==> config.mk <==
export PLATFORM = sky130hd
export DESIGN_NAME = mem_issue_queue
export DESIGN_NICKNAME = d
export VERILOG_FILES = /design/src/fcpu_pkg.sv /design/src/mem_issue_queue.sv
export SDC_FILE = /design/constraint.sdc
export NUM_CORES = 1
export LEC_CHECK = 0
export ABC_AREA = 1
export BUFFER_PORTS_ARGS = -buffer_cell sky130_fd_sc_hd__clkbuf_2
export CAP_MARGIN = 20
export CORE_MARGIN = 2
export CORE_UTILIZATION = 55
export CTS_CLUSTER_DIAMETER = 60
export CTS_CLUSTER_SIZE = 20
export DETAILED_ROUTE_END_ITERATION = 16
export PLACE_DENSITY = 0.79
export SYNTH_ARGS = -nofsm -noshare
export SYNTH_HDL_FRONTEND = slang
export SYNTH_SLANG_ARGS = --single-unit
==> constraint.sdc <==
create_clock -name clk -period 4.2 [get_ports clk]
set_clock_uncertainty 0.1 [all_clocks]
set_input_delay 0.63 -clock clk [delete_from_list [all_inputs] [get_ports clk]]
set_output_delay 0.63 -clock clk [all_outputs]
set_load 0.02 [all_outputs]
==> src/fcpu_pkg.sv <==
`default_nettype none

package fcpu_pkg;

   // Basic widths
   localparam int RSV_ID_W = 4;
   localparam int DATA_W = 32;
   localparam int ADDR_W = 10;
   localparam int IO_W = 8;
   localparam int INSTR_W = 4;

   // Issue queue sizing
   localparam int QUEUE_DEPTH = 4;
   localparam int QUEUE_PTR_W = $clog2(QUEUE_DEPTH);

   // Scratch RAM sizing, word index sits above the byte offset
   localparam int RAM_WORDS = 256;
   localparam int RAM_IDX_W = $clog2(RAM_WORDS);

   typedef logic [RSV_ID_W-1:0] rsv_id_t;
   typedef logic [DATA_W-1:0] word_t;
   typedef logic [ADDR_W-1:0] addr_t;
   typedef logic [IO_W-1:0] io_byte_t;
   typedef logic [INSTR_W-1:0] instr_t;
   typedef logic [RAM_IDX_W-1:0] ram_idx_t;
   typedef logic [QUEUE_PTR_W-1:0] qptr_t;
   typedef logic [QUEUE_PTR_W:0] qcount_t;

   localparam qcount_t QUEUE_FULL = qcount_t'(QUEUE_DEPTH);

   // Opcodes, anything else retires as a no-op
   localparam instr_t I_LOAD = 4'h1;
   localparam instr_t I_STORE = 4'h2;
   localparam instr_t I_OUTPUT = 4'h3;
   localparam instr_t I_INPUT = 4'h4;

   // One dispatched memory or I/O operation
   typedef struct packed {
      rsv_id_t rsv_id;
      instr_t  opcode;
      addr_t   address;
      word_t   data;
   } mem_req_t;

   // Common data bus broadcast
   typedef struct packed {
      rsv_id_t rsv_id;
      word_t   value;
   } cdb_t;

endpackage

`default_nettype wire

==> src/mem_issue_queue.sv <==
`timescale 1ns/1ps
`default_nettype none

module mem_issue_queue (
   input  logic               clk,
   input  logic               nrst,
   input  fcpu_pkg::mem_req_t i_req,
   input  logic               i_req_valid,
   output logic               o_req_ready,
   output fcpu_pkg::mem_req_t o_head,
   output logic               o_head_valid,
   input  logic               i_head_ready
);

   fcpu_pkg::mem_req_t entries [fcpu_pkg::QUEUE_DEPTH];
   fcpu_pkg::qptr_t wr_ptr;
   fcpu_pkg::qptr_t rd_ptr;
   fcpu_pkg::qcount_t count;
   logic push;
   logic pop;

   assign o_req_ready = (count != fcpu_pkg::QUEUE_FULL);
   assign o_head_valid = (count != '0);
   assign o_head = entries[rd_ptr];

   assign push = i_req_valid && o_req_ready;
   assign pop = o_head_valid && i_head_ready;

   // Storage
   always_ff @(posedge clk) begin
      if (push) begin
         entries[wr_ptr] <= i_req;
      end
   end

   // Pointers wrap naturally since depth is a power of two
   always_ff @(posedge clk) begin
      if (nrst) begin
         wr_ptr <= '0;
         rd_ptr <= '0;
         count <= '0;
      end else begin
         if (push) begin
            wr_ptr <= wr_ptr + fcpu_pkg::qptr_t'(1);
         end
         if (pop) begin
            rd_ptr <= rd_ptr + fcpu_pkg::qptr_t'(1);
         end
         case ({push, pop})
            2'b10: begin
               count <= count + fcpu_pkg::qcount_t'(1);
            end
            2'b01: begin
               count <= count - fcpu_pkg::qcount_t'(1);
            end
            default: begin
               count <= count;
            end
         endcase
      end
   end

   // Occupancy stays within the buffer
   a_count_bound: assert property (
      @(posedge clk) disable iff (nrst)
      count <= fcpu_pkg::QUEUE_FULL
   ) else $error("issue queue count overflow");

endmodule

`default_nettype wire

==> results.json <==
{
  "syn_to_final_growth_pct": 11.8,
  "r2r_cells": 12,
  "ctsResizeCount": 0,
  "dieHeight_um": 125,
  "peakVddDrop_mv": 0.342,
  "synthCells": 551,
  "cts_setup_buffers": 0,
  "ys_ff_latch": 209,
  "grt_util_all_layers": 0.191,
  "post_drt_wl_per_cell_um": 18.2,
  "hold_class": "in -> reg",
  "htree_levels": 1,
  "root_buffer": "clkbuf_16",
  "holdPathStages": 2,
  "numCtsBuffers": 14,
  "core_um2": 14400,
  "r2r-end": "count[2]$_SDFFE_PP0P_",
  "grt_pass1_vias": 4729,
  "max_cap_viol_count": 0,
  "drive_above_1_share": 0.224,
  "fin_tns_setup_ns": 0,
  "layout_common_cells": "edfxtp_1 (200), nor2_1 (105), clkbuf_2 (105)",
  "holdPathEnd": "wr_ptr[1]$_SDFFE_PP0P_",
  "dr_total_vias": 4706,
  "ios": 106,
  "tightest_slew_ns": 0.991,
  "reg2reg_slack_ns": 2.15,
  "clkSinkCount": 209,
  "wirelength_mm": 15.2,
  "path_cells": "inv_12 -> o21ai_1 -> o22ai_1 -> clkbuf_2",
  "crit_arrival_ns": 2.42,
  "antenna_found_initial": 0,
  "antenna_cells": 0,
  "fmax_ghz": 0.317,
  "critPathSlowestCell": "dfxtp_4",
  "critPathLaunchType": "flop",
  "synth_top_area_share": 0.746,
  "ant_nets": 0,
  "synthTopCellsByArea": "edfxtp_1 (75%), o21ai_1 (5.4%), nor2_1 (5.1%), o22ai_1 (3.9%), dfxtp_1 (2.2%)",
  "overflow": 0,
  "setup_viol_count_final": 0,
  "utilization": 0.624,
  "std_cell_rows": 44,
  "dp_hpwl_mm": 8.54,
  "p_leak_uw": 0.00318,
  "critPathMaxFanout": 100,
  "path_delay_family": "flip-flops",
  "worstSkewPairLatency_ns": 0.45,
  "yosys.area.top_type": "edfxtp_1",
  "ys_seq_area_frac": 0.769,
  "yosys_warnings": 0,
  "die_area_um2": 15600,
  "hold_viol_final": 0,
  "max_stage_delay_ns": 0.94,
  "num-nets-final": 707,
  "placed_area_um2": 8550,
  "fin_area_um2": 9000,
  "dieWidth_um": 125,
  "cts_tree": "done",
  "power_uw": 5340,
  "grt_max_degree": 101,
  "final_max_slew_viol_count": 0,
  "slew_headroom": 0.339,
  "power_density_nw_per_um2": 593,
  "ys_types": 24,
  "cts_hold_buf": 0,
  "clk_pin_slew_worst_paths_ns": 0.08,
  "routabilityCongestion": 0.740,
  "worstReg2RegStart": "count[1]$_SDFFE_PP0P_",
  "first_pass_iters": 5,
  "grt_pass1_wl_mm": 23.7,
  "syn_area_per_cell_um2": 14.6,
  "grt_setup_unrepaired": "no",
  "syn-num-nets": 611,
  "fin_crit_ns": 3.15,
  "drt-vias-per-instance": 5.61,
  "critPathBufInv": 2,
  "synth_area_um2": 8050,
  "port_buffers": 105,
  "dr.first_iter.drc_count": 380,
  "crit_type": "reg -> out",
  "start_util": 0.558,
  "cts_buffer_depth": 3,
  "cp-end-kind": "primary output",
  "timing.final.crit_share": 0.751,
  "route.detailed.drc": 0,
  "required_ns": 3.47,
  "status": "completed",
  "layout_commonest_cell": "edfxtp_1",
  "hold_start": "nrst"
}
[sequential cells by signal, summed over array words and instances, names as in the netlist, named ones only]
signal,flops
rd_ptr,2
count,3
entries,200
wr_ptr,2
[Yosys cell counts]
master          number
buf_8                5
fa_1                 1
a21oi_1              5
o21ai_1             87
dlymetal6s2s_1       1
nor2_1             109
o22ai_1             50
o21ai_0             12
nand2_1             12
nor2_2               1
buf_4                5
nand2_2              2
dfxtp_1              9
nand3_1              5
inv_2                3
buf_12               5
ha_1                 5
buf_2               10
o21ai_2              3
inv_1               14
buf_6                5
inv_12               1
nand2_4              1
edfxtp_1           200
[cell type report]
class                           instances  area, µm²
Sequential cell                       209       6190
Fill cell                            1067       5420
Multi-Input combinational cell        293       1480
Timing Repair Buffer                  111        571
Clock buffer                           22        412
Tap cell                              184        230
Inverter                               18       80.1
Clock inverter                          2       37.5
[logic make-up (layout without fill, tap and decap cells)]
group,count (synthesis),count (layout),synth area share
adders and majority gates,6,6,0.0103
buffers and inverters,49,153,0.0511
DFF,209,209,0.769
AOI/OAI and AO/OA,157,157,0.107
and+or+nand+nor,130,130,0.0633
[per-stage QoR]
| stage | setup slack, ns | hold WS [ns] | cells |
|---|---|---|---|
| 2_1_floorplan | 0.840 | 0.359 | 551 |
| 3_3_place_gp | 1.67 | 0.376 | 815 |
| 3_5_place_dp | 1.60 | 0.386 | 815 |
| 4_1_cts | 1.11 | 0.265 | 839 |
| 5_1_grt | 0.910 | 0.269 | 839 |
| 6_report | 1.05 | 0.279 | 839 |
[per-layer routing]
metal	up-vias	share of wire	global-route usage	routed length, µm
met5	-	0	0	0
met2	145	0.50	0.319	7590
met4	0	0.014	0.0497	207
met1	2313	0.41	0.258	6320
met3	16	0.074	0.0428	1120
li1	2232	-	-	-
[how the worst max path moves through the flow]
stage	slack (ns)	to	cells past startpoint	from
global placement	1.67	o_head[5]	4	flop
finish	1.05	o_head[43]	4	flop
detailed placement	1.60	o_head[29]	4	flop
CTS	1.11	o_head[29]	4	flop
floorplan	0.84	entries[0][0]$_DFFE_PP_	2	i_req_valid
global route	0.91	o_head[49]	4	flop
[where the power goes]
part | total (µW) | switching (µW) | leakage (µW) | internal, µW
sequential | 2610 | 128 | 0.00191 | 2480
clock | 1360 | 617 | 0.000213 | 741
combinational | 1380 | 968 | 0.00105 | 409
[worst reg2reg max path: stages (launching register included)]
cell	delay, ns
dfxtp_1	0.33
nor2_2	0.17
nand2_2	0.11
nand2_4	0.17
ha_1	0.22
inv_2	0.06
fa_1	0.39
inv_1	0.09
nand2_1	0.06
nand3_1	0.09
nand2_1	0.06
nand2_1	0.06
nor2_1	0.04
Note: power is estimated with default switching activity, not from simulation.
