File: config.mk
export PLATFORM = sky130hd
export DESIGN_NAME = memory_unit
export DESIGN_NICKNAME = d
export VERILOG_FILES = /design/src/fcpu_pkg.sv /design/src/memory_unit.sv
export SDC_FILE = /design/constraint.sdc
export NUM_CORES = 1
export LEC_CHECK = 0
export BUFFER_PORTS_ARGS = -buffer_cell sky130_fd_sc_hd__buf_2
export CAP_MARGIN = 10
export CORE_UTILIZATION = 36
export DETAILED_ROUTE_END_ITERATION = 6
export GPL_TIMING_DRIVEN = 0
export HOLD_SLACK_MARGIN = 0.15
export PLACE_DENSITY = 0.82
export SKIP_CTS_REPAIR_TIMING = 1
export SYNTH_ARGS = -nofsm -noshare
export SYNTH_HDL_FRONTEND = slang
export SYNTH_SLANG_ARGS = --single-unit
File: constraint.sdc
create_clock -name clk -period 2.7 [get_ports clk]
set_clock_uncertainty 0.1 [all_clocks]
set_input_delay 0.27 -clock clk [delete_from_list [all_inputs] [get_ports clk]]
set_output_delay 0.27 -clock clk [all_outputs]
set_load 0.05 [all_outputs]
File: src/fcpu_pkg.sv
`default_nettype none

package fcpu_pkg;

   // Basic widths
   localparam int RSV_ID_W = 4;
   localparam int DATA_W = 32;
   localparam int ADDR_W = 10;
   localparam int IO_W = 8;
   localparam int INSTR_W = 4;

   // Issue queue sizing
   localparam int QUEUE_DEPTH = 4;
   localparam int QUEUE_PTR_W = $clog2(QUEUE_DEPTH);

   // Scratch RAM sizing, word index sits above the byte offset
   localparam int RAM_WORDS = 256;
   localparam int RAM_IDX_W = $clog2(RAM_WORDS);

   typedef logic [RSV_ID_W-1:0] rsv_id_t;
   typedef logic [DATA_W-1:0] word_t;
   typedef logic [ADDR_W-1:0] addr_t;
   typedef logic [IO_W-1:0] io_byte_t;
   typedef logic [INSTR_W-1:0] instr_t;
   typedef logic [RAM_IDX_W-1:0] ram_idx_t;
   typedef logic [QUEUE_PTR_W-1:0] qptr_t;
   typedef logic [QUEUE_PTR_W:0] qcount_t;

   localparam qcount_t QUEUE_FULL = qcount_t'(QUEUE_DEPTH);

   // Opcodes, anything else retires as a no-op
   localparam instr_t I_LOAD = 4'h1;
   localparam instr_t I_STORE = 4'h2;
   localparam instr_t I_OUTPUT = 4'h3;
   localparam instr_t I_INPUT = 4'h4;

   // One dispatched memory or I/O operation
   typedef struct packed {
      rsv_id_t rsv_id;
      instr_t  opcode;
      addr_t   address;
      word_t   data;
   } mem_req_t;

   // Common data bus broadcast
   typedef struct packed {
      rsv_id_t rsv_id;
      word_t   value;
   } cdb_t;

endpackage

`default_nettype wire

File: src/memory_unit.sv
`timescale 1ns/1ps
`default_nettype none

module memory_unit (
   input  logic               clk,
   input  logic               nrst,
   input  fcpu_pkg::mem_req_t i_req,
   input  logic               i_req_valid,
   output logic               o_req_ready,
   output fcpu_pkg::addr_t    o_aw_addr,
   output logic               o_aw_valid,
   input  logic               i_aw_ready,
   output fcpu_pkg::word_t    o_w_data,
   output logic               o_w_valid,
   input  logic               i_w_ready,
   input  logic               i_b_valid,
   output logic               o_b_ready,
   output fcpu_pkg::addr_t    o_ar_addr,
   output logic               o_ar_valid,
   input  logic               i_ar_ready,
   input  fcpu_pkg::word_t    i_r_data,
   input  logic               i_r_valid,
   output logic               o_r_ready,
   output fcpu_pkg::cdb_t     o_cdb,
   output logic               o_cdb_valid,
   input  logic               i_cdb_ready,
   output fcpu_pkg::io_byte_t o_io_out_data,
   output logic               o_io_out_valid,
   input  logic               i_io_out_ready,
   input  fcpu_pkg::io_byte_t i_io_in_data,
   input  logic               i_io_in_valid,
   output logic               o_io_in_ready
);

   typedef enum logic [2:0] {
      idle,
      wr_addr,
      wr_data,
      wr_resp,
      rd_addr,
      rd_data,
      io_out,
      io_in
   } state_t;

   state_t state;
   state_t state_n;
   fcpu_pkg::mem_req_t req_q;
   logic accept;

   assign o_req_ready = (state == idle);
   assign accept = i_req_valid && o_req_ready;

   // Latched operation drives the address, data and output ports
   assign o_aw_addr = req_q.address;
   assign o_ar_addr = req_q.address;
   assign o_w_data = req_q.data;
   assign o_io_out_data = req_q.data[fcpu_pkg::IO_W-1:0];

   assign o_aw_valid = (state == wr_addr);
   assign o_w_valid = (state == wr_data);
   assign o_b_ready = (state == wr_resp);
   assign o_ar_valid = (state == rd_addr);
   assign o_io_out_valid = (state == io_out);

   // Read data and input bytes pass straight to the CDB
   assign o_r_ready = (state == rd_data) && i_cdb_ready;
   assign o_io_in_ready = (state == io_in) && i_cdb_ready;

   always_comb begin
      o_cdb.rsv_id = req_q.rsv_id;
      o_cdb.value = i_r_data;
      o_cdb_valid = 1'b0;
      case (state)
         rd_data: begin
            o_cdb_valid = i_r_valid;
         end
         io_in: begin
            o_cdb.value = fcpu_pkg::word_t'(i_io_in_data);
            o_cdb_valid = i_io_in_valid;
         end
         default: begin
            o_cdb_valid = 1'b0;
         end
      endcase
   end

   always_comb begin
      state_n = state;
      case (state)
         idle: begin
            if (accept) begin
               case (i_req.opcode)
                  fcpu_pkg::I_LOAD: state_n = rd_addr;
                  fcpu_pkg::I_STORE: state_n = wr_addr;
                  fcpu_pkg::I_OUTPUT: state_n = io_out;
                  fcpu_pkg::I_INPUT: state_n = io_in;
                  // Unknown opcodes retire on acceptance
                  default: state_n = idle;
               endcase
            end
         end
         wr_addr: begin
            if (i_aw_ready) begin
               state_n = wr_data;
            end
         end
         wr_data: begin
            if (i_w_ready) begin
               state_n = wr_resp;
            end
         end
         wr_resp: begin
            if (i_b_valid) begin
               state_n = idle;
            end
         end
         rd_addr: begin
            if (i_ar_ready) begin
               state_n = rd_data;
            end
         end
         rd_data: begin
            if (i_r_valid && i_cdb_ready) begin
               state_n = idle;
            end
         end
         io_out: begin
            if (i_io_out_ready) begin
               state_n = idle;
            end
         end
         io_in: begin
            if (i_io_in_valid && i_cdb_ready) begin
               state_n = idle;
            end
         end
         default: begin
            state_n = idle;
         end
      endcase
   end

   always_ff @(posedge clk) begin
      if (accept) begin
         req_q <= i_req;
      end
   end

   always_ff @(posedge clk) begin
      if (nrst) begin
         state <= idle;
      end else begin
         state <= state_n;
      end
   end

   // Stalled broadcast keeps its payload
   a_cdb_hold: assert property (
      @(posedge clk) disable iff (nrst)
      o_cdb_valid && !i_cdb_ready |=> o_cdb_valid && $stable(o_cdb)
   ) else $error("CDB payload dropped or changed while stalled");

   a_axi_onehot: assert property (
      @(posedge clk) disable iff (nrst)
      $onehot0({o_aw_valid, o_w_valid, o_ar_valid})
   ) else $error("more than one AXI request channel active");

endmodule

`default_nettype wire

==> results of run 1 <==
layout make-up:
type                            count  share of cell area [%]
Timing Repair Buffer              252                    39.1
Sequential cell                    49                    37.7
Multi-Input combinational cell     73                    14.0
Buffer                             24                    4.25
Tap cell                           72                    2.35
Clock buffer                        5                    1.80
Clock inverter                      3                   0.556
Inverter                            3                   0.294
power by group:
group | switching, W | internal [W]
registers | 0.0000322 | 0.000940
logic | 0.000676 | 0.000266
clock network | 0.000247 | 0.000184
flip-flops by register name (all words and copies together) (netlist names):
| name | flops |
|---|---|
| o_w_data | 32 |
| o_ar_addr | 10 |
| o_cdb | 4 |
| state | 3 |
final timing paths:
path | start | to | slack, ps | cells after the start
max | state[1] | o_w_data[28] | 420 | 4
min | i_b_valid | state[1] | 250 | 3
max reg2reg | state[1] | o_w_data[28] | 420 | 4
min reg2reg | state[2] | state[2] | 650 | 3
cells in the mapped netlist, drive strengths merged:
library cell	count
edfxtp	46
and2	26
buf	22
mux2	8
nand3	5
nor3	5
nand2b	4
nor2	4
a211oi	3
and3	3
dfxtp	3
inv	3
a21oi	2
clkbuf	2
mux2i	2
a311o	1
a31oi	1
mux4	1
nand2	1
nand3b	1
o21ai	1
o22ai	1
o31ai	1
or2	1
or3b	1
xnor2	1
layout by cell type, fill, tap and decap left out, drive strengths merged:
cell         count
clkbuf           7
o31ai            1
nand3            5
nand2b           4
clkinv           1
a311o            1
inv              4
nor3             5
edfxtp          46
dlygate4sd3     47
and3             3
nand3b           1
a211oi           3
mux4             1
mux2             8
xnor2            1
clkinvlp         1
a21oi            2
nor2             4
mux2i            2
buf            227
dfxtp            3
or2              1
o22ai            1
nand2            1
a31oi            1
o21ai            1
and2            26
or3b             1
worst max-delay path, delay by kind of cell, from the launching register on:
kind | cells | cell delay (ps)
flip-flops | 1 | 340
AND/OR/NAND/NOR | 3 | 1230
buffers and inverters | 1 | 190
kinds of logic after synthesis:
logic type | share of synthesized area [%]
and+or+nand+nor | 14.2
xor gates and xnor gates | 0.408
buffers and inverters | 8.09
AOI/OAI and AO/OA | 4.07
DFF | 67.1
muxes | 6.17
metal layers:
metal / up-vias / share of wire (%)
met5: - / 0
met4: 0 / 0.22
met2: 121 / 58
met3: 5 / 7.2
li1: 1034 / -
met1: 999 / 34
metrics by stage:
stage	cell area [sq um]	cells	power [W]	util [%]
finish	3830	481	0.00235	67.8
global route	3830	481	0.00243	67.8
CTS	3360	434	0.00230	59.5
detailed placement	3270	426	0.00188	57.9
global placement	3270	426	0.00186	57.9
floorplan	2150	149	0.00164	-
==> impl_metrics.csv, run 1 <==
group,metric,value,unit
sta,clock.fmax,439,MHz
floorplan,coreArea,0.00564,sq mm
sta,holdWs,246,ps
sta,layout_worst_path_cycle_share,84.3,%
logic_synthesis,synth_area,0.00215,sq mm
detailed_routing,via_per_inst,4.49,
floorplan,die_h,79.3,um
global_route,grt_max_degree,47,
setup_path,cp.arrival,2090,ps
power_and_ir_drop,peakVddDrop,336,uV
logic_synthesis,synth.avg_cell_area,14.4,sq um
sta,rsz0062_at_grt,"no",
logic_synthesis,yosys.area.top_type,"edfxtp_1",
clock_network,root_buffer,"clkbuf_8",
clock_network,clock_sinks,49,
clock_network,cts_inserted_buffers,5,
power_and_ir_drop,power_density,613,mW/mm^2
logic_synthesis,yosysSeqAreaShare,67.1,%
floorplan,initial_utilization,38.1,%
floorplan,row_count,27,
sta,slew_violations,0,
setup_path,end_kind,"flip-flop",
global_route,antenna_found_initial,0,
clock_network,cts_tree,"done",
sta,tightest_slew,1020,ps
final_layout,antenna_cells,0,
detailed_routing,vias,2159,
final_layout,fill_cells,415,
global_route,grt.overflow.total,0,
setup_path,max_stage_delay,830,ps
run,drv_cap,0,
global_route,grt_pass1_vias,1749,
sta,finalHoldViolCount,0,
global_route,grt_util_all_layers,17.7,%
detailed_routing,routed_wl,6.70,mm
clock_network,cts_htree_levels,2,
logic_synthesis,netlist_instances,149,
global_route,grtUsageMet2,36.6,%
floorplan,io_pins,206,
final_layout,drive_gt1_share,61.4,%
global_route,grt_pass1_wl,8.31,mm
sta,finalSetupViolCount,0,
global_route,gr-max-usage-layer,"met2",
final_layout,final-seq-area,0.00144,sq mm
placed_design,hpwlAfterDp,4.81,mm
sta,setup-tns-final,0,ps
detailed_routing,drt_first_pass_iters,4,
clock_network,clock_path_buffers,2,
sta,fin_crit,2280,ps
final_layout,nNetsFinal,509,
final_layout,multi_input_area,536,sq um
global_route,use_met1,16.5,%
global_route,met3_usage,5.63,%
setup_path,cp_max_fo,46,
status,status,"finished, final reports clean",
sta,max_slew_margin,31.8,%
setup_path,path_class,"reg2reg",
logic_synthesis,synth_top_cell_area_share,64.3,%
placed_design,pre_cts_ws,401,ps
power_and_ir_drop,p_leak,1.82,nW
final_layout,areaGrowthSynthToFinish,78.1,%
logic_synthesis,yosysUniqueCellTypes,31,
logic_synthesis,ys_warn_count,0,
setup_path,crit_chain,"buf_2 > or2_1 > nor2_1 > and2_2",
logic_synthesis,synth_nets,250,
setup_path,startpoint_type,"flip-flop",
logic_synthesis,synth_area_leaders,"edfxtp_1 64%, and2_1 7.3%, buf_4 6.3%",
floorplan,die-area,0.00628,sq mm
detailed_routing,wl_per_cell,13.9,um
clock_network,cts.reportedPaths.clkPinSlew,90,ps
detailed_routing,detail-route-antenna-nets,0,
min_path,hold_class,"in2reg",
setup_path,critPathSlowestCell,"and2_2",
placed_design,portBuffers,205,
sta,fin_ws,424,ps
floorplan,die_w,79.3,um
setup_path,required,2520,ps
clock_network,clock_latency,290,ps
detailed_routing,dr.first_iter.drc_count,64,
placed_design,routabilityCongestion,0.855,
detailed_routing,drc,0,
logic_synthesis,synth-seq-cells,49,
(Power assumes the default switching activity.)
==> run 2, diff against run 1 <==
--- a/config.mk
+++ b/config.mk
@@ -5,9 +5,10 @@
 export SDC_FILE = /design/constraint.sdc
 export NUM_CORES = 1
 export LEC_CHECK = 0
+export ABC_AREA = 1
 export BUFFER_PORTS_ARGS = -buffer_cell sky130_fd_sc_hd__buf_2
 export CAP_MARGIN = 10
-export CORE_UTILIZATION = 36
+export CORE_UTILIZATION = 37
 export DETAILED_ROUTE_END_ITERATION = 6
 export GPL_TIMING_DRIVEN = 0
 export HOLD_SLACK_MARGIN = 0.15
==> constraint.sdc (replaced) <==
create_clock -name clk -period 2.2 [get_ports clk]
set_clock_uncertainty 0.1 [all_clocks]
set_input_delay 0.22 -clock clk [delete_from_list [all_inputs] [get_ports clk]]
set_output_delay 0.22 -clock clk [all_outputs]
set_load 0.05 [all_outputs]
==> impl_metrics.csv, run 2 <==
group,metric,value,unit
status,status,"finished, final reports clean",
detailed_routing,vias,2439,
global_route,grt.overflow.total,0,
final_layout,areaGrowthSynthToFinish,78.5,%
global_route,grt_pass1_wl,8.72,mm
setup_path,crit_path_start,"state[1]",
logic_synthesis,synth_flop_cell,"edfxtp_1",
detailed_routing,routed_wl,7.59,mm
detailed_routing,via_per_inst,4.35,
logic_synthesis,synth_area,0.00225,sq mm
clock_network,cts.reportedPaths.clkPinSlew,90,ps
setup_path,path_class,"reg2out",
placed_design,portBuffers,205,
final_layout,fill_cells,423,
logic_synthesis,netlist_instances,222,
final_layout,nNetsFinal,585,
final_layout,largest_reg_flops,32,
setup_path,cp.arrival,1720,ps
global_route,grt_util_all_layers,18.1,%
setup_path,required,1880,ps
floorplan,io_pins,206,
final_layout,final_cell_mix,"204 x buf_2, 74 x nand2_1, 47 x dlygate4sd3_1",
setup_path,reg2reg_depth,5,
power_and_ir_drop,p_clk_share,14.5,%
floorplan,initial_utilization,38.2,%
detailed_routing,dr.first_iter.drc_count,97,
final_layout,multi_input_area,470,sq um
logic_synthesis,synth_top_cell_area_share,61.4,%
floorplan,die_h,80.0,um
setup_path,crit_path_end,"o_cdb[26]",
setup_path,startpoint_type,"flip-flop",
logic_synthesis,yosys.cell_count.top_type,"nand2_1",
clock_network,clock_latency,290,ps
sta,finalHoldViolCount,0,
logic_synthesis,synth_edf_count,46,
min_path,min-delay-start,"i_req[42]",
logic_synthesis,synth_common_cells,"74 x nand2_1, 46 x edfxtp_1, 37 x inv_1",
run,drv_cap,0,
floorplan,coreArea,0.00589,sq mm
detailed_routing,wl_per_cell,13.5,um
setup_path,end_kind,"primary output",
setup_path,rrSetupSlack,450,ps
global_route,antenna_found_initial,1,
clock_network,cts_inserted_buffers,5,
power_and_ir_drop,p_comb_share,53.9,%
sta,tightest_slew,282,ps
clock_network,root_buffer,"clkbuf_8",
setup_path,cp_max_fo,10,
power_and_ir_drop,peakVddDrop,859,uV
power_and_ir_drop,share_seq_of_total_power,31.6,%
power_and_ir_drop,p_leak,2.18,nW
sta,max_slew_margin,81.3,%
detailed_routing,drc,0,
logic_synthesis,synth-seq-cells,49,
setup_path,timing.rr.end,"o_w_data[2]",
power_and_ir_drop,power.internal,0.00228,W
final_layout,fin_util,68.2,%
global_route,grt_pass1_vias,1921,
logic_synthesis,synth_nets,323,
setup_path,rr_startpoint,"state[1]",
power_and_ir_drop,sw_frac_of_total,48.5,%
power_and_ir_drop,power,0.00443,W
sta,clock.fmax,489,MHz
sta,layout_worst_path_cycle_share,92.9,%
floorplan,die-area,0.00640,sq mm
logic_synthesis,yosys.area.top_type,"edfxtp_1",
clock_network,cts_htree_levels,2,
detailed_routing,drt_first_pass_iters,5,
placed_design,hpwlAfterDp,4.99,mm
logic_synthesis,yosysUniqueCellTypes,16,
clock_network,clock_path_buffers,2,
global_route,grt_max_degree,18,
logic_synthesis,synth.avg_cell_area,10.1,sq um
power_and_ir_drop,power_density,1100,mW/mm^2
detailed_routing,detail-route-antenna-nets,0,
floorplan,row_count,28,
sta,rsz0062_at_grt,"no",
power_and_ir_drop,switchingPower,0.00215,W
clock_network,clock_sinks,49,
final_layout,drive_gt1_share,51.3,%
logic_synthesis,synth_area_leaders,"edfxtp_1 61%, nand2_1 12%, buf_4 6.7%",
clock_network,cts_tree,"done",
sta,slew_violations,0,
placed_design,routabilityCongestion,0.848,
floorplan,die_w,80.0,um
final_layout,final-seq-area,0.00144,sq mm
logic_synthesis,yosysSeqAreaShare,64.1,%
logic_synthesis,synthArstFlopShare,0,%
sta,finalSetupViolCount,0,
logic_synthesis,ys_warn_count,0,
final_layout,final_common_cell,"buf_2",
min_path,hold_class,"in2reg",
sta,fin_crit,2040,ps
==> run 2: cell types whose count changed after synthesis, moves of 3 or more <==
cell and change:
mux2_2 -8, nand2_1 +73, nor2_2 +4, buf_2 -4, buf_6 +5, inv_1 +36
and2_1 -25, nor2_1 +8, nand3_1 +4, and3_1 -3, nand2b_1 -4
==> run 2: logic make-up (layout without fill, tap and decap cells) <==
kind of cell           count (synthesis)  count (layout)  synth area share, %
DFF                                   49              49                 64.1
buffers and inverters                 64             327                 15.7
AOI/OAI and AO/OA                      6               6                 1.61
other                                  0               1                    0
and+or+nand+nor                      103             103                 18.6
==> run 2: stage by stage <==
stage	hold slack [ps]	setup slack (ps)	setup TNS [ps]	instance area [sq um]	cells
after CTS	-17.3	121	0	3540	513
after detailed placement	298	463	0	3430	505
after global routing	357	18.5	0	4020	561
final	306	156	0	4020	561
after global placement	297	-808	-37080	3390	502
after floorplan	192	-331	-15220	2270	222
==> run 2: worst max-delay path, cell delays in order (launching register included) <==
cell,delay [ps]
dfxtp_1,320
buf_6,140
nand2_1,100
nor2_2,50
buf_4,170
inv_2,120
buf_6,150
nand2_1,50
inv_1,70
buf_2,260
==> run 2: power groups by stage <==
stage | clock [W] | sequential, W | combinational, W
3_5_place_dp | 0 | 0.00141 | 0.00230
5_1_grt | 0.000699 | 0.00142 | 0.00250
6_report | 0.000644 | 0.00140 | 0.00239
4_1_cts | 0.000646 | 0.00138 | 0.00230
3_3_place_gp | 0 | 0.00142 | 0.00221
2_1_floorplan | 0 | 0.00204 | 0.00112
==> run 2: layout make-up <==
class,instances,area share [%]
Sequential cell,49,35.9
Clock inverter,3,1.15
Buffer,25,5.23
Antenna cell,1,0.0623
Tap cell,75,2.34
Timing Repair Buffer,255,38.3
Clock buffer,5,1.71
Multi-Input combinational cell,109,11.7
Inverter,39,3.64
==> run 2: worst min path at each step <==
stage / slack (ps) / to / cells past startpoint
after global routing: 360 / state[2] / 7
after detailed placement: 300 / o_w_data[20] / 1
after floorplan: 190 / state[2] / 1
after global placement: 300 / o_cdb[32] / 1
final: 310 / state[2] / 7
after CTS: -20 / state[2] / 2
==> run 2: metal layers <==
layer  global-route usage, %  share of wire (%)  vias to the layer above
met2                    34.4                 54                      131
met5                       0                  0                        -
li1                        -                  -                     1197
met3                    4.46                6.8                       12
met1                    18.8                 37                     1099
met4                    7.50                2.3                        0
==> run 3, diff against run 2 <==
--- a/config.mk
+++ b/config.mk
@@ -12,6 +12,7 @@
 export DETAILED_ROUTE_END_ITERATION = 6
 export GPL_TIMING_DRIVEN = 0
 export HOLD_SLACK_MARGIN = 0.15
+export MAX_ROUTING_LAYER = met4
 export PLACE_DENSITY = 0.82
 export SKIP_CTS_REPAIR_TIMING = 1
 export SYNTH_ARGS = -nofsm -noshare
==> impl_metrics.csv, run 3 (synthesized netlist as in run 2, its figures left out) <==
group,metric,value,unit
detailed_routing,via_per_inst,4.36,
floorplan,io_pins,206,
global_route,gr-max-usage-layer,"met2",
setup_path,path_class,"reg2out",
global_route,grt_util_all_layers,18.6,%
placed_design,portBuffers,205,
sta,clock.fmax,486,MHz
detailed_routing,routed_wl,7.54,mm
sta,finalSetupViolCount,0,
setup_path,crit_path_end,"o_cdb[26]",
detailed_routing,detail-route-antenna-nets,0,
placed_design,place_area,0.00343,sq mm
clock_network,clock_path_buffers,2,
floorplan,coreArea,0.00589,sq mm
power_and_ir_drop,power,0.00443,W
clock_network,cts_tree,"done",
setup_path,startpoint_type,"flip-flop",
detailed_routing,dr.first_iter.drc_count,80,
power_and_ir_drop,power_density,1100,mW/mm^2
setup_path,rrSetupSlack,450,ps
detailed_routing,drc,0,
clock_network,cts_htree_levels,2,
setup_path,reg2reg_depth,5,
floorplan,row_count,28,
clock_network,root_buffer,"clkbuf_8",
clock_network,cts_inserted_buffers,5,
min_path,hold_class,"in2reg",
sta,layout_worst_path_cycle_share,93.5,%
detailed_routing,vias,2446,
final_layout,fin_util,68.2,%
final_layout,nNetsFinal,585,
final_layout,final_common_cell,"buf_2",
global_route,grtUsageMet2,34.4,%
global_route,grt_max_degree,18,
placed_design,routabilityCongestion,0.861,
detailed_routing,wl_per_cell,13.4,um
placed_design,hpwlAfterDp,4.99,mm
clock_network,cts.reportedPaths.clkPinSlew,90,ps
final_layout,design_area,0.00402,sq mm
clock_network,clock_latency,290,ps
setup_path,timing.rr.end,"o_cdb[32]",
setup_path,rr_startpoint,"state[1]",
floorplan,die_w,80.0,um
global_route,grt_pass1_wl,8.71,mm
sta,rsz0062_at_grt,"no",
final_layout,largest_reg_flops,32,
detailed_routing,drt_first_pass_iters,4,
sta,slew_violations,0,
sta,setup-tns-final,0,ps
global_route,met3_usage,4.23,%
setup_path,cp_max_fo,10,
power_and_ir_drop,peakVddDrop,859,uV
setup_path,crit_path_start,"state[1]",
power_and_ir_drop,p_leak,2.18,nW
final_layout,drive_gt1_share,51.3,%
clock_network,clock_sinks,49,
sta,tightest_slew,284,ps
floorplan,die-area,0.00640,sq mm
sta,max_slew_margin,81.2,%
final_layout,final_cell_mix,"204 x buf_2, 74 x nand2_1, 47 x dlygate4sd3_1",
global_route,use_met1,19.0,%
global_route,grt.overflow.total,0,
setup_path,end_kind,"primary output",
sta,holdWs,301,ps
floorplan,die_h,80.0,um
global_route,antenna_found_initial,1,
global_route,grt_pass1_vias,1921,
sta,finalHoldViolCount,0,
sta,fin_crit,2060,ps
floorplan,initial_utilization,38.2,%
status,status,"finished, final reports clean",
setup_path,cp.arrival,1740,ps
setup_path,required,1880,ps
final_layout,areaGrowthSynthToFinish,78.5,%
run,drv_cap,0,
## run 3: cell counts in the layout (fill, tap and decap cells not counted)
Identical to the previous run, type by type.
## run 3: worst min-delay path by stage
stage                   start           end  cells past startpoint
floorplan                nrst      state[2]                      1
global placement    i_req[46]     o_cdb[32]                      1
detailed placement  i_req[20]  o_w_data[20]                      1
CTS                      nrst      state[2]                      2
global route        i_req[42]      state[2]                      7
finish              i_req[42]      state[2]                      7
## run 3: critical path, stage by stage (launching register included)
cell and delay (ps):
dfxtp_1 320, buf_6 140, nand2_1 100, nor2_2 50, buf_4 180, inv_2 130
buf_6 150, nand2_1 50, inv_1 70, buf_2 260
## run 3: metrics by stage
stage          setup WS [ps]  instances
2_1_floorplan           -331        222
6_report                 143        561
5_1_grt                 16.7        561
4_1_cts                  121        513
3_5_place_dp             463        505
3_3_place_gp            -808        502
## run 3: metal layers
metal	up-vias	wire, um
li1	1194	-
met1	1106	2840
met4	0	238
met3	21	471
met2	125	4000
met5	-	0
## run 3: cell type report
cell class	instances	area, sq um
diodes	1	2.50
plain buffers	25	210
clock buffers	5	68.8
clock inverters	3	46.3
fillers	423	1870
inverters	39	146
multi-input cells	109	470
flip-flops and latches	49	1440
well taps	75	93.8
repair buffers	255	1540
## run 3: where the power goes
group	leakage [nW]	switching (W)	internal (W)
Sequential	0.459	0.0000864	0.00131
Clock	0.0544	0.000306	0.000340
Combinational	1.67	0.00176	0.000630
